## src/source/glb_param_pkg.sv

```systemverilog
/*
 * global buffer parallel-config parameters
 *   bank geometry and read latency
 *   dma word count width and done delay
 *   cgra configuration register sizes
 */
`default_nettype none

package glb_param_pkg;

    // bank word geometry
    localparam int BANK_DATA_WIDTH = 64;
    // byte step between consecutive words
    localparam int BANK_DATA_BYTE = BANK_DATA_WIDTH / 8;
    // low address bits dropped to get a word index
    localparam int BANK_BYTE_OFFSET = $clog2(BANK_DATA_BYTE);

    // byte address, wraps modulo 2048
    localparam int GLB_ADDR_WIDTH = 11;
    // 256 words per bank
    localparam int BANK_DEPTH = (1 << GLB_ADDR_WIDTH) / BANK_DATA_BYTE;

    // request registered to data valid
    localparam int BANK_RD_LATENCY = 2;

    // dma word count
    localparam int MAX_NUM_CFGS_WIDTH = 8;

    // cgra configuration registers
    localparam int CGRA_CFG_ADDR_WIDTH = 8;
    localparam int CGRA_CFG_DATA_WIDTH = 32;
    localparam int CGRA_CFG_NUM_REGS = 1 << CGRA_CFG_ADDR_WIDTH;

    // end of count to pc_done_pulse
    // covers bank latency plus the response register
    localparam int DONE_DELAY = BANK_RD_LATENCY + 1;

endpackage

`default_nettype wire

```

## src/source/glb_packet_pkg.sv

```systemverilog
/*
 * global buffer packet types
 *   dma_pc_header_t  run header of the pc dma
 *   wr_packet_t      bank load
 *   rdrq_packet_t    bank read request
 *   rdrs_packet_t    bank read response
 *   cgra_cfg_t       one configuration write
 */
`default_nettype none

package glb_packet_pkg;

    // start byte address and word count of one run
    typedef struct packed {
        logic [glb_param_pkg::GLB_ADDR_WIDTH-1:0]     start_addr;
        logic [glb_param_pkg::MAX_NUM_CFGS_WIDTH-1:0] num_cfgs;
    } dma_pc_header_t;

    // bank load, byte addressed
    typedef struct packed {
        logic                                      wr_en;
        logic [glb_param_pkg::GLB_ADDR_WIDTH-1:0]  wr_addr;
        logic [glb_param_pkg::BANK_DATA_WIDTH-1:0] wr_data;
    } wr_packet_t;

    // read request, one per cycle while rd_en is high
    typedef struct packed {
        logic                                     rd_en;
        logic [glb_param_pkg::GLB_ADDR_WIDTH-1:0] rd_addr;
    } rdrq_packet_t;

    // read response, data only meaningful with valid
    typedef struct packed {
        logic [glb_param_pkg::BANK_DATA_WIDTH-1:0] rd_data;
        logic                                      rd_data_valid;
    } rdrs_packet_t;

    // configuration write into the cgra register file
    // bank word bits 31:0 are the data, bits 39:32 the address
    typedef struct packed {
        logic                                          cfg_wr_en;
        logic [glb_param_pkg::CGRA_CFG_ADDR_WIDTH-1:0] cfg_addr;
        logic [glb_param_pkg::CGRA_CFG_DATA_WIDTH-1:0] cfg_data;
    } cgra_cfg_t;

endpackage

`default_nettype wire

```

## src/source/glb_shift.sv

```systemverilog
/*
 * glb_shift
 *   fixed-depth register delay line
 *   payload type given by parameter, cleared by reset
 */
`timescale 1ns/100ps
`default_nettype none

module glb_shift #(
    parameter type data_t = logic,
    parameter int  depth  = 1
) (
    input  logic  clk,
    input  logic  reset,
    input  logic  clk_en,
    input  data_t data_in,
    output data_t data_out
);

    // one register per stage
    data_t pipe [depth];

    always_ff @(posedge clk or posedge reset) begin
        if (reset) begin
            for (int i = 0; i < depth; i++) begin
                pipe[i] <= '0;
            end
        end else if (clk_en) begin
            // head of the chain
            pipe[0] <= data_in;
            // remaining stages move one step
            for (int i = 1; i < depth; i++) begin
                pipe[i] <= pipe[i-1];
            end
        end
    end

    // tail of the chain, depth cycles after data_in
    assign data_out = pipe[depth-1];

endmodule

`default_nettype wire

```

## src/source/glb_pc_dma.sv

```systemverilog
/*
 * glb_pc_dma
 *   parallel-configuration dma
 *   start handshake, address walk and read requests
 *   response register split into configuration writes
 *   done pulse through a fixed delay line
 */
`timescale 1ns/100ps
`default_nettype none

module glb_pc_dma (
    input  logic                           clk,
    input  logic                           reset,

    // configuration write toward the array
    output glb_packet_pkg::cgra_cfg_t      cgra_cfg_c2sw,

    // bank read path
    output glb_packet_pkg::rdrq_packet_t   rdrq_packet,
    input  glb_packet_pkg::rdrs_packet_t   rdrs_packet,

    // run setup
    input  logic                           cfg_pc_dma_mode,
    input  glb_packet_pkg::dma_pc_header_t cfg_pc_dma_header,

    // start and done pulses
    input  logic                           pc_start_pulse,
    output logic                           pc_done_pulse
);

    // start handshake
    logic start_q;
    logic start_internal;

    // run state
    logic                                         pc_run;
    logic [glb_param_pkg::MAX_NUM_CFGS_WIDTH-1:0] cfg_cnt;
    logic [glb_param_pkg::GLB_ADDR_WIDTH-1:0]     addr;
    logic                                         end_of_count;
    logic                                         done_internal;

    // registered read request
    logic                                     rd_en_q;
    logic [glb_param_pkg::GLB_ADDR_WIDTH-1:0] rd_addr_q;

    // registered read response
    logic [glb_param_pkg::BANK_DATA_WIDTH-1:0] rd_data_q;
    logic                                      rd_valid_q;

    // running with nothing left to request
    assign end_of_count = pc_run && (cfg_cnt == '0);

    // edge 0 samples the pulse with its mode
    // edge 1 accepts it unless a run is pending or active
    always_ff @(posedge clk or posedge reset) begin
        if (reset) begin
            start_q        <= 1'b0;
            start_internal <= 1'b0;
        end else begin
            start_q        <= pc_start_pulse && cfg_pc_dma_mode;
            start_internal <= start_q && !pc_run && !start_internal;
        end
    end

    // run flag, set by the accepted start, cleared after the last request
    always_ff @(posedge clk or posedge reset) begin
        if (reset) begin
            pc_run <= 1'b0;
        end else if (start_internal) begin
            pc_run <= 1'b1;
        end else if (end_of_count) begin
            pc_run <= 1'b0;
        end
    end

    // down-counter and byte address
    always_ff @(posedge clk or posedge reset) begin
        if (reset) begin
            cfg_cnt <= '0;
            addr    <= '0;
        end else if (start_internal) begin
            cfg_cnt <= cfg_pc_dma_header.num_cfgs;
            addr    <= cfg_pc_dma_header.start_addr;
        end else if (pc_run && (cfg_cnt != '0)) begin
            cfg_cnt <= cfg_cnt - 1'b1;
            // wraps at the end of the bank
            addr    <= addr + glb_param_pkg::GLB_ADDR_WIDTH'(glb_param_pkg::BANK_DATA_BYTE);
        end
    end

    // one read per cycle while words remain
    always_ff @(posedge clk or posedge reset) begin
        if (reset) begin
            rd_en_q <= 1'b0;
        end else begin
            rd_en_q <= pc_run && (cfg_cnt != '0);
        end
    end

    always_ff @(posedge clk) begin
        if (pc_run && (cfg_cnt != '0)) begin
            rd_addr_q <= addr;
        end
    end

    assign rdrq_packet.rd_en   = rd_en_q;
    assign rdrq_packet.rd_addr = rd_addr_q;

    // response register
    // only one dma on the bank, so valid alone marks our words
    always_ff @(posedge clk or posedge reset) begin
        if (reset) begin
            rd_valid_q <= 1'b0;
        end else begin
            rd_valid_q <= rdrs_packet.rd_data_valid;
        end
    end

    always_ff @(posedge clk) begin
        if (rdrs_packet.rd_data_valid) begin
            rd_data_q <= rdrs_packet.rd_data;
        end
    end

    // word split into register address and data
    assign cgra_cfg_c2sw.cfg_wr_en = rd_valid_q;
    assign cgra_cfg_c2sw.cfg_addr  =
        rd_data_q[glb_param_pkg::CGRA_CFG_DATA_WIDTH +: glb_param_pkg::CGRA_CFG_ADDR_WIDTH];
    assign cgra_cfg_c2sw.cfg_data  = rd_data_q[0 +: glb_param_pkg::CGRA_CFG_DATA_WIDTH];

    // end-of-count pulse, one cycle at run flag clear
    always_ff @(posedge clk or posedge reset) begin
        if (reset) begin
            done_internal <= 1'b0;
        end else begin
            done_internal <= end_of_count;
        end
    end

    // lands one cycle after the last write
    glb_shift #(
        .data_t (logic),
        .depth  (glb_param_pkg::DONE_DELAY)
    ) u_done_shift (
        .clk      (clk),
        .reset    (reset),
        .clk_en   (1'b1),
        .data_in  (done_internal),
        .data_out (pc_done_pulse)
    );

endmodule

`default_nettype wire

```

## config.mk

```make
export PLATFORM = sky130hd
export DESIGN_NAME = glb_pc_dma
export DESIGN_NICKNAME = d
export VERILOG_FILES = /design/src/source/glb_param_pkg.sv /design/src/source/glb_packet_pkg.sv /design/src/source/glb_shift.sv /design/src/source/glb_pc_dma.sv
export SDC_FILE = /design/constraint.sdc
export NUM_CORES = 1
export LEC_CHECK = 0
export ABC_AREA = 1
export BUFFER_PORTS_ARGS = -buffer_cell sky130_fd_sc_hd__clkbuf_2
export CAP_MARGIN = 0
export CORE_ASPECT_RATIO = 1.5
export CORE_MARGIN = 2
export CORE_UTILIZATION = 45
export CTS_BUF_LIST = sky130_fd_sc_hd__clkbuf_8
export DETAILED_ROUTE_END_ITERATION = 12
export GPL_ROUTABILITY_DRIVEN = 0
export HOLD_SLACK_MARGIN = 0.15
export PLACE_DENSITY = 0.78
export SLEW_MARGIN = 20
export SYNTH_ARGS = -nofsm -noshare
export SYNTH_HDL_FRONTEND = slang
export SYNTH_SLANG_ARGS = --single-unit
```

## constraint.sdc

```tcl
create_clock -name clk -period 2.6 [get_ports clk]
set_input_delay 0.26 -clock clk [delete_from_list [all_inputs] [get_ports clk]]
set_output_delay 0.26 -clock clk [all_outputs]
set_load 0.005 [all_outputs]
```

# Yosys cells after proc, flatten, opt, wreduce, memory -nomap -nowiden
# Index checks and enable logic that the tools add are counted.
[op_classes]
n_mux = 6
n_addsub = 2
reduce_logical = 11
[op_table]
columns = ["cell", "n"]
rows = [
  ["2-to-1 mux 11 bit", 2],
  ["2-to-1 mux 8 bit", 2],
  ["adder 11 x 4 -> 11 bit, second input constant", 1],
  ["logical NOT 8 bit", 1],
  ["nonzero test 8 bit", 1],
  ["subtractor 8 x 1 -> 8 bit, second input constant", 1],
  ["logical AND 1 bit", 5],
  ["nonzero test 2 bit", 2],
  ["logical NOT 1 bit", 2],
  ["2-to-1 mux 1 bit", 2],
]
[word_totals]
register_bits = 79
input_bits = 88
out_inout_bits = 54
elab_cells = 32

# Logic depth before layout (Yosys ltp)
# Gate-level depths: netlist of the first run.
[depth]
word_depth = 4
depth_mapped = 10
ltp_nobuf = 9

# By module
# Synthesis of the first run repeated with hierarchy kept, for this count alone.
[hier_totals]
cells_unflattened = 260
area_unflattened_um2 = 3124.2
[modules_own_cells]
columns = ["mod", "area_per_inst_um2", "cells_per_inst", "seq_area_each_um2", "instances"]
rows = [
  ["glb_pc_dma", 3007.9, 246, 2157.1, 1],
  ["glb_shift", 116.4, 14, 75.1, 1],
]

# Least setup slack after synthesis of the first run
# OpenSTA, ideal clock, no wires.
[synth_path]
path_kind = "register to register"
start = "register cfg_cnt[0] in the netlist's numbering"
end = "register rd_addr_q[0] in the netlist's numbering, enable pin"
setup_ns = 0.316
synth_period_minus_slack_ns = 1.425
required_time_ns = 2.284
arrival_time_ns = 1.109
path_slack_ns = 1.175
n_path_buf = 1
path_stages_with_launch = 9
path_cell_list = "dfrtp_1 > inv_2 > ha_1 > nand2_1 > nor2_1 > nand2_2 > nand2_4 > buf_6 > inv_2"
[synth_between]
elab_chain_cells = 2
[synth_rtl]
columns = ["element", "line_no", "source"]
rows = [
  ["start, declared", "glb_pc_dma.sv:37", "logic [glb_param_pkg::MAX_NUM_CFGS_WIDTH-1:0] cfg_cnt;"],
  ["start signal, assigned", "glb_pc_dma.sv:82", "cfg_cnt <= cfg_pc_dma_header.num_cfgs;"],
  ["start signal, assigned", "glb_pc_dma.sv:85", "cfg_cnt <= cfg_cnt - 1'b1;"],
  ["nonzero test 8 bit", "glb_pc_dma.sv:101", "if (pc_run && (cfg_cnt != '0)) begin"],
  ["logical AND 1 bit", "glb_pc_dma.sv:101", ""],
  ["end signal, assigned", "glb_pc_dma.sv:102", "rd_addr_q <= addr;"],
  ["end, declared", "glb_pc_dma.sv:44", "logic [glb_param_pkg::GLB_ADDR_WIDTH-1:0] rd_addr_q;"],
]
# No other way between the ends.
# A chain may end at the register's enable or synchronous reset.

# Final worst setup path of the first run
[layout_path]
start = "register cfg_cnt[1] in the netlist's numbering"
end = "register addr[9] in the netlist's numbering"
[layout_between]
elab_chain_cells = 3
[layout_rtl]
columns = ["element", "line_no", "source"]
rows = [
  ["nonzero test 8 bit", "glb_pc_dma.sv:84", "end else if (pc_run && (cfg_cnt != '0)) begin"],
  ["logical AND 1 bit", "glb_pc_dma.sv:84", ""],
  ["nonzero test 2 bit (no source line)", "n/a", ""],
  ["end signal, assigned", "glb_pc_dma.sv:83", "addr <= cfg_pc_dma_header.start_addr;"],
  ["end signal, assigned", "glb_pc_dma.sv:87", "addr <= addr + glb_param_pkg::GLB_ADDR_WIDTH'(glb_param_pkg::BANK_DATA_BYTE);"],
  ["end, declared", "glb_pc_dma.sv:38", "logic [glb_param_pkg::GLB_ADDR_WIDTH-1:0] addr;"],
]
# No other way between the ends.

==> impl_results.md, run 1 <==
- CP endpoint kind: register
- Antenna fix cells: 0
- Via count: about 2,400
- Vias in the first global route: around 2,400
- Internal power: approximately 2500 µW
- Post-route setup TNS: 0 ns
- PostCTS Resize Cnt: 0
- DP HPWL: 4.654 mm
- Total detailed-routing wirelength: approximately 7 mm
- First-pass GRT wire length: around 12 mm
- Area Growth Syn to Fin: 43.49%
- Crit path cell chain: inv_1 -> ha_1 -> nand2_1 -> nor2_1 -> nand2_2 -> nand2_4 -> nand2_4 -> nand3_2 -> nand2_1
- Setup CP Type: reg -> reg
- Combinational share of power: 30.3%
- Worst skew pair latency: 0.35 ns
- Syn nets: 340
- Max-cap violation count: 0
- Final hold vios: 0
- Max incr delay on CP: between 0.3 and 0.4 ns
- Post-DR wirelength/cell: between 10 and 15 µm
- Hold_sp: cfg_pc_dma_header[3]
- CP max-delay cell: dfrtp_1
- Drt via density: 4.836
- Hold Path Sink: cfg_cnt[3]$_DFFE_PP0P_
- Slew @ Worst Pin: 0.9753 ns
- Reg-to-Reg Start: cfg_cnt[1]$_DFFE_PP0P_
- Hold WS: between 0.2 and 0.25 ns
- CP required: 2.83 ns
- Cell Pwr Density: between 800 and 900 mW/mm²
- Largest net degree at the start of global routing: 42
- Synthesized flop and latch total: 79
- Routed Antenna Nets: 0
- Largest area contributor in the netlist: edfxtp_1
- TritonCTS sink count: 79
- Power share of the clock group: between 10% and 20%
- Post-route DRC: 0
- Worst hold stages: 5
- EDFF count, synth: 51
- CP max FO: 14
- Iteration-0 DRC Markers: 127
- Max-slew headroom: between 30% and 40%
- NetSw: about 1300 µW
- Tot GR Track Use: between 20% and 30%
- Tcrit/Tclk final: roughly three fifths
- Synth async-reset ratio: 35.44%
- Leakage: roughly 0.0021 µW
- Most area-consuming cells after synthesis: edfxtp_1 (50%), dfrtp_1 (23%), nand2_1 (9.5%)
- Mapped Cells: 249
- Crit path time final: approximately 1.6 ns
- Core area: approximately 0.0065 mm²
- Reg-to-reg slack, setup: about 1.0 ns
- Full die area: around 0.0075 mm²
- Worst-case reg-to-reg path depth: 9
- Drt first pass iters: 4
- Kind of cell adding the most delay to the critical path: simple AND/OR/NAND/NOR gates
- Fin cells: 505
- CTS max path bufs: 2
- Synth Flop Type: edfxtp_1
- Final setup viols: 0
- Fin. max-slew vios: 0
- Initial core utilization: between 40% and 50%
- Htree depth: 3
- Final net count: 515
- GR Overflow Total: 0
- Cell Rows: 36
- Share of layout cells above drive strength 1: between 30% and 40%
- Worst clock skew: 0.01137 ns
- Die W: around 71 µm
- CP Data Arrival Time: ~1.8 ns
- Yosys warnings: 0
- Cts bufs inserted: 9
- Clock root cell: clkbuf_8
- Net Sw Frac: about a third
- Clk pin slew, worst setup/hold paths: 0.08 ns
- Post-Syn Area: 0.003058 mm²
- Post-synth cell types: 26
- RSZ-0062 raised after global routing: no
- Peak supply drop: 0.6377 mV
- Yosys top cell area share: about 50%
- Post-synthesis sequential area ratio: between 70 and 80%
- IO Count: around 140
- Cells after DPL: 436
- Die height: approximately 100 µm
- CTS tree: done
- Sequential group share of total power: around half
- Status: completed
- WP buf/inv: 1
- Top-count cell post-synth: nand2_1
- HP Class: in -> reg
- Critical R2R Capture: addr[9]$_DFFE_PP0P_
- Most common library cells after synthesis: nand2_1 (77), edfxtp_1 (51), dfrtp_1 (28), nand3_1 (27), nor2_1 (13)
- Average size of a mapped cell: ~12 µm²
- Max Fclk: between 600 and 700 MHz
- Initial antenna violation count: 0
- CP startpoint kind: register
- PortBufs: roughly 120
## placed cells by master, fill, tap and decap left out
master	synthesis	final
dlygate4sd3_1	0	53
nand2_1	77	77
dfrtp_1	28	28
nor2_1	13	13
nand3_2	2	2
xnor2_1	2	2
or2_1	1	1
o21ai_2	4	4
inv_1	11	15
nand3b_1	1	1
xor2_1	2	2
nand2_2	1	1
nor2_4	1	1
nand3_1	27	27
ha_1	3	3
nor2_2	1	1
nand2_4	2	2
or2_2	1	1
clkbuf_8	0	10
clkinv_2	0	2
inv_2	6	6
clkbuf_2	0	117
edfxtp_1	51	51
buf_4	2	2
o21ai_0	6	6
nand4_1	1	1
## power groups by stage
stage,clock network [µW],logic [µW],registers (µW)
6_report,753,1150,1900
5_1_grt,835,1330,1950
4_1_cts,779,1160,1900
3_5_place_dp,0,1090,1930
3_3_place_gp,0,1050,1910
2_1_floorplan,0,756,1900
## kinds of logic (layout without fill, tap and decap cells)
logic type	count (synthesis)	in the layout	synth area share, %
and+or+nand+nor	128	128	18.50
buffers and inverters	25	205	4.010
adders and majority gates	3	3	1.228
xor gates and xnor gates	4	4	1.146
AOI/OAI and AO/OA	10	10	2.128
DFF	79	79	73.00
## state kept, by name, indices dropped and copies added, names as in the netlist, 2 cells and up
name and flops:
rd_data_q 40, addr 11, rd_addr_q 11, cfg_cnt 8
u_done_shift.pipe 2
## what timing repair did
item | 4_1_cts | 5_1_grt
buffers inserted | 0 | 0
hold buffers | 53 | 0
hold endpoints to repair | 79 | 0
## area by class of cell
type	instances	area [µm²]
clock buffers	10	137.6
multi-input cells	145	703.2
flip-flops and latches	79	2232
inverters	17	63.81
well taps	76	95.09
repair buffers	172	1131
clock inverters	6	25.02
fillers	462	2143
## worst min-delay path, delay by kind of cell
family | cells | cell delay, ns
buffers and inverters | 1 | 0.08
and+or+nand+nor | 4 | 0.18
## how the worst max path moves through the flow
stage,end,start,slack (ns),cells after the start
after CTS,cfg_cnt[4]$_DFFE_PP0P_,cfg_cnt[1]$_DFFE_PP0P_,1.0,9
after floorplan,rd_addr_q[0]$_DFFE_PP_,cfg_cnt[0]$_DFFE_PP0P_,1.17,8
final,addr[9]$_DFFE_PP0P_,cfg_cnt[1]$_DFFE_PP0P_,1.01,9
after detailed placement,cfg_cnt[4]$_DFFE_PP0P_,cfg_cnt[0]$_DFFE_PP0P_,1.0,9
after global placement,cfg_cnt[4]$_DFFE_PP0P_,cfg_cnt[0]$_DFFE_PP0P_,1.05,9
after global routing,cfg_cnt[0]$_DFFE_PP0P_,cfg_cnt[1]$_DFFE_PP0P_,0.88,9
## metrics by stage
stage	util (%)	worst slack (ns)	instance area, µm²	power (µW)
floorplan	-	1.175	3058	2659
global placement	56.57	1.053	3695	2960
detailed placement	56.57	0.9981	3695	3023
CTS	67.18	0.9990	4388	3844
global route	67.18	0.8799	4388	4112
finish	67.18	1.013	4388	3809
## per-layer routing
metal	part of all wire, %	up-vias	wire length, µm	GRT usage, %
met2	50	120	3553	33.53
met3	9.9	11	702	6.461
met5	0	-	0	0
li1	-	1180	-	-
met1	39	1131	2749	24.38
met4	1.7	0	119	8.491
Power figures use the tool's default switching activity.
==> inputs of run 2 (changes only) <==
clock period = 1.55 ns   (was 2.6 ns; I/O delays follow)
==> impl_results.md, run 2 (synthesized netlist as in run 1, its figures left out) <==
- Crit path time final: between 1 and 1.5 ns
- Share of layout cells above drive strength 1: a little over a third
- Most common cell after layout, fill and taps aside: clkbuf_2
- CP required: 1.79 ns
- Total detailed-routing wirelength: ~7.7 mm
- Worst clock skew: ~0.0064 ns
- Drt via density: 4.845
- Post-route setup TNS: 0 ns
- PortBufs: around 120
- CP startpoint kind: register
- CP endpoint kind: register
- RSZ-0062 raised after global routing: yes
- CP Data Arrival Time: 1.73 ns
- Max-cap violation count: 0
- GR Overflow Total: 0
- Final hold vios: 0
- Leakage: ~0.0022 µW
- Max reg flops: 40
- Fin. max-slew vios: 0
- Status: completed
- Htree depth: 3
- Cts bufs inserted: 9
- Final setup viols: 0
- Die height: 105.0 µm
- Biggest regs: rd_data_q: 40 flops, addr: 11 flops, rd_addr_q: 11 flops
- Hold WS: approximately 0.35 ns
- Final net count: ~530
- TritonCTS sink count: 79
- Worst skew pair latency: 0.35 ns
- CTS tree: done
- Clk pin slew, worst setup/hold paths: roughly 0.08 ns
- Setup CP Type: reg -> reg
- Area Growth Syn to Fin: 51.19%
- Largest net degree at the start of global routing: 42
- Final instance area: 0.004623 mm²
- Placed instance area: approximately 0.0037 mm²
- Iteration-0 DRC Markers: between 100 and 150
- Slew @ Worst Pin: between 0.4 and 0.5 ns
- Peak supply drop: between 1 and 1.5 mV
- Max-slew headroom: a little over two thirds
- Commonest cells after routing, fill and taps aside: clkbuf_2 (117), nand2_1 (77), dlygate4sd3_1 (63), edfxtp_1 (51), dfrtp_1 (28)
- DP HPWL: 4.682 mm
- Post-DR wirelength/cell: ~15 µm
- HP Class: reg -> reg
- Crit path cell chain: inv_1 -> ha_1 -> nand2_1 -> nor2_1 -> nand2_2 -> nand2_8 -> nand2_8 -> nand2_1 -> o21ai_2
- First-pass GRT wire length: 12.43 mm
- Cell Pwr Density: approximately 1500 mW/mm²
- Cell Rows: 36
- Via count: 2,529
- Post-route DRC: 0
- Antenna fix cells: 0
- Clock root cell: clkbuf_8
- CP max-delay cell: dfrtp_1
- CTS max path bufs: 2
- Vias in the first global route: about 2,600
- Routed Antenna Nets: 0
- IO Count: 142
- Drt first pass iters: 4
- Full die area: about 0.0075 mm²
- Tcrit/Tclk final: roughly 96%
- Initial antenna violation count: 0
- Max Fclk: 671.4 MHz
- Core area: between 0.006 and 0.007 mm²
- Max incr delay on CP: slightly below 0.4 ns
- Register with the most flip-flops: rd_data_q
- CP max FO: 14
- Tot GR Track Use: 21.91%
- Die W: approximately 70 µm
- Initial core utilization: between 40% and 50%
==> run 2: changes by cell type in the layout (fill, tap and decap cells not counted), sizes merged <==
cell and change:
bufinv +2, inv -3, clkinvlp +1, dlygate4sd3 +10
buf +7, clkbuf -1, clkinv +1
==> run 2: worst max-delay path: cells and delay by family (launching register included) <==
family	cells	cell delay [ns]
and+or+nand+nor	6	0.68
AOI/OAI and AO/OA	1	0.06
buffers and inverters	1	0.07
adders and majority gates	1	0.17
DFF	1	0.39
==> run 2: path summary, 6_finish.rpt <==
| path | slack (ns) | depth (start not counted) | start | to |
|---|---|---|---|---|
| worst max register to register | 0.06 | 9 | cfg_cnt[1]$_DFFE_PP0P_ | cfg_cnt[4]$_DFFE_PP0P_ |
| worst min-delay path | 0.35 | 0 | done_internal$_DFF_PP0_ | u_done_shift.pipe[2]$_DFF_PP0_ |
| max in group asynchronous | 0.88 | 4 | reset | addr[9]$_DFFE_PP0P_ |
| min in group asynchronous | 0.39 | 4 | reset | cfg_cnt[2]$_DFFE_PP0P_ |
| worst max-delay path | 0.06 | 9 | cfg_cnt[1]$_DFFE_PP0P_ | cfg_cnt[4]$_DFFE_PP0P_ |
| worst min register to register | 0.35 | 0 | done_internal$_DFF_PP0_ | u_done_shift.pipe[2]$_DFF_PP0_ |
==> run 2: per-layer routing <==
metal	GRT usage [%]	up-vias	share of wire (%)
met5	0	-	0
met2	37.76	119	50
met4	10.11	0	2.2
met1	24.42	1183	39
li1	-	1213	-
met3	6.365	14	9.0
==> run 2: power by group <==
part | leakage (µW) | total (µW) | internal [µW] | switching [µW]
clock | 0.000108 | 1630 | 895 | 739
sequential | 0.000857 | 3190 | 2850 | 339
combinational | 0.00122 | 2130 | 937 | 1190
==> run 2: area by class of cell <==
type | count | area [µm²]
clock buffers | 9 | 123.9
clock inverters | 7 | 88.84
fillers | 441 | 1908
inverters | 17 | 66.31
multi-input cells | 145 | 720.7
flip-flops and latches | 79 | 2232
well taps | 76 | 95.09
repair buffers | 189 | 1296
==> run 2: per-stage QoR <==
| step | util [%] | setup slack (ns) | cells | total power, µW |
|---|---|---|---|---|
| after floorplan | - | 0.1250 | 249 | 4460 |
| after global placement | 57.34 | 0.09501 | 441 | 5053 |
| after detailed placement | 57.34 | 0.03909 | 441 | 5149 |
| after CTS | 70.25 | 0.03097 | 520 | 6885 |
| after global routing | 70.79 | -0.03206 | 522 | 7444 |
| final | 70.79 | 0.06054 | 522 | 6954 |
==> run 2: repair_timing <==
| action | CTS | global route |
|---|---|---|
| gates resized for setup | 0 | 4 |
| buffers inserted | 0 | 2 |
| hold endpoints to repair | 89 | 0 |
| hold buffers | 63 | 0 |
| endpoints found under the setup margin | 0 | 23 |
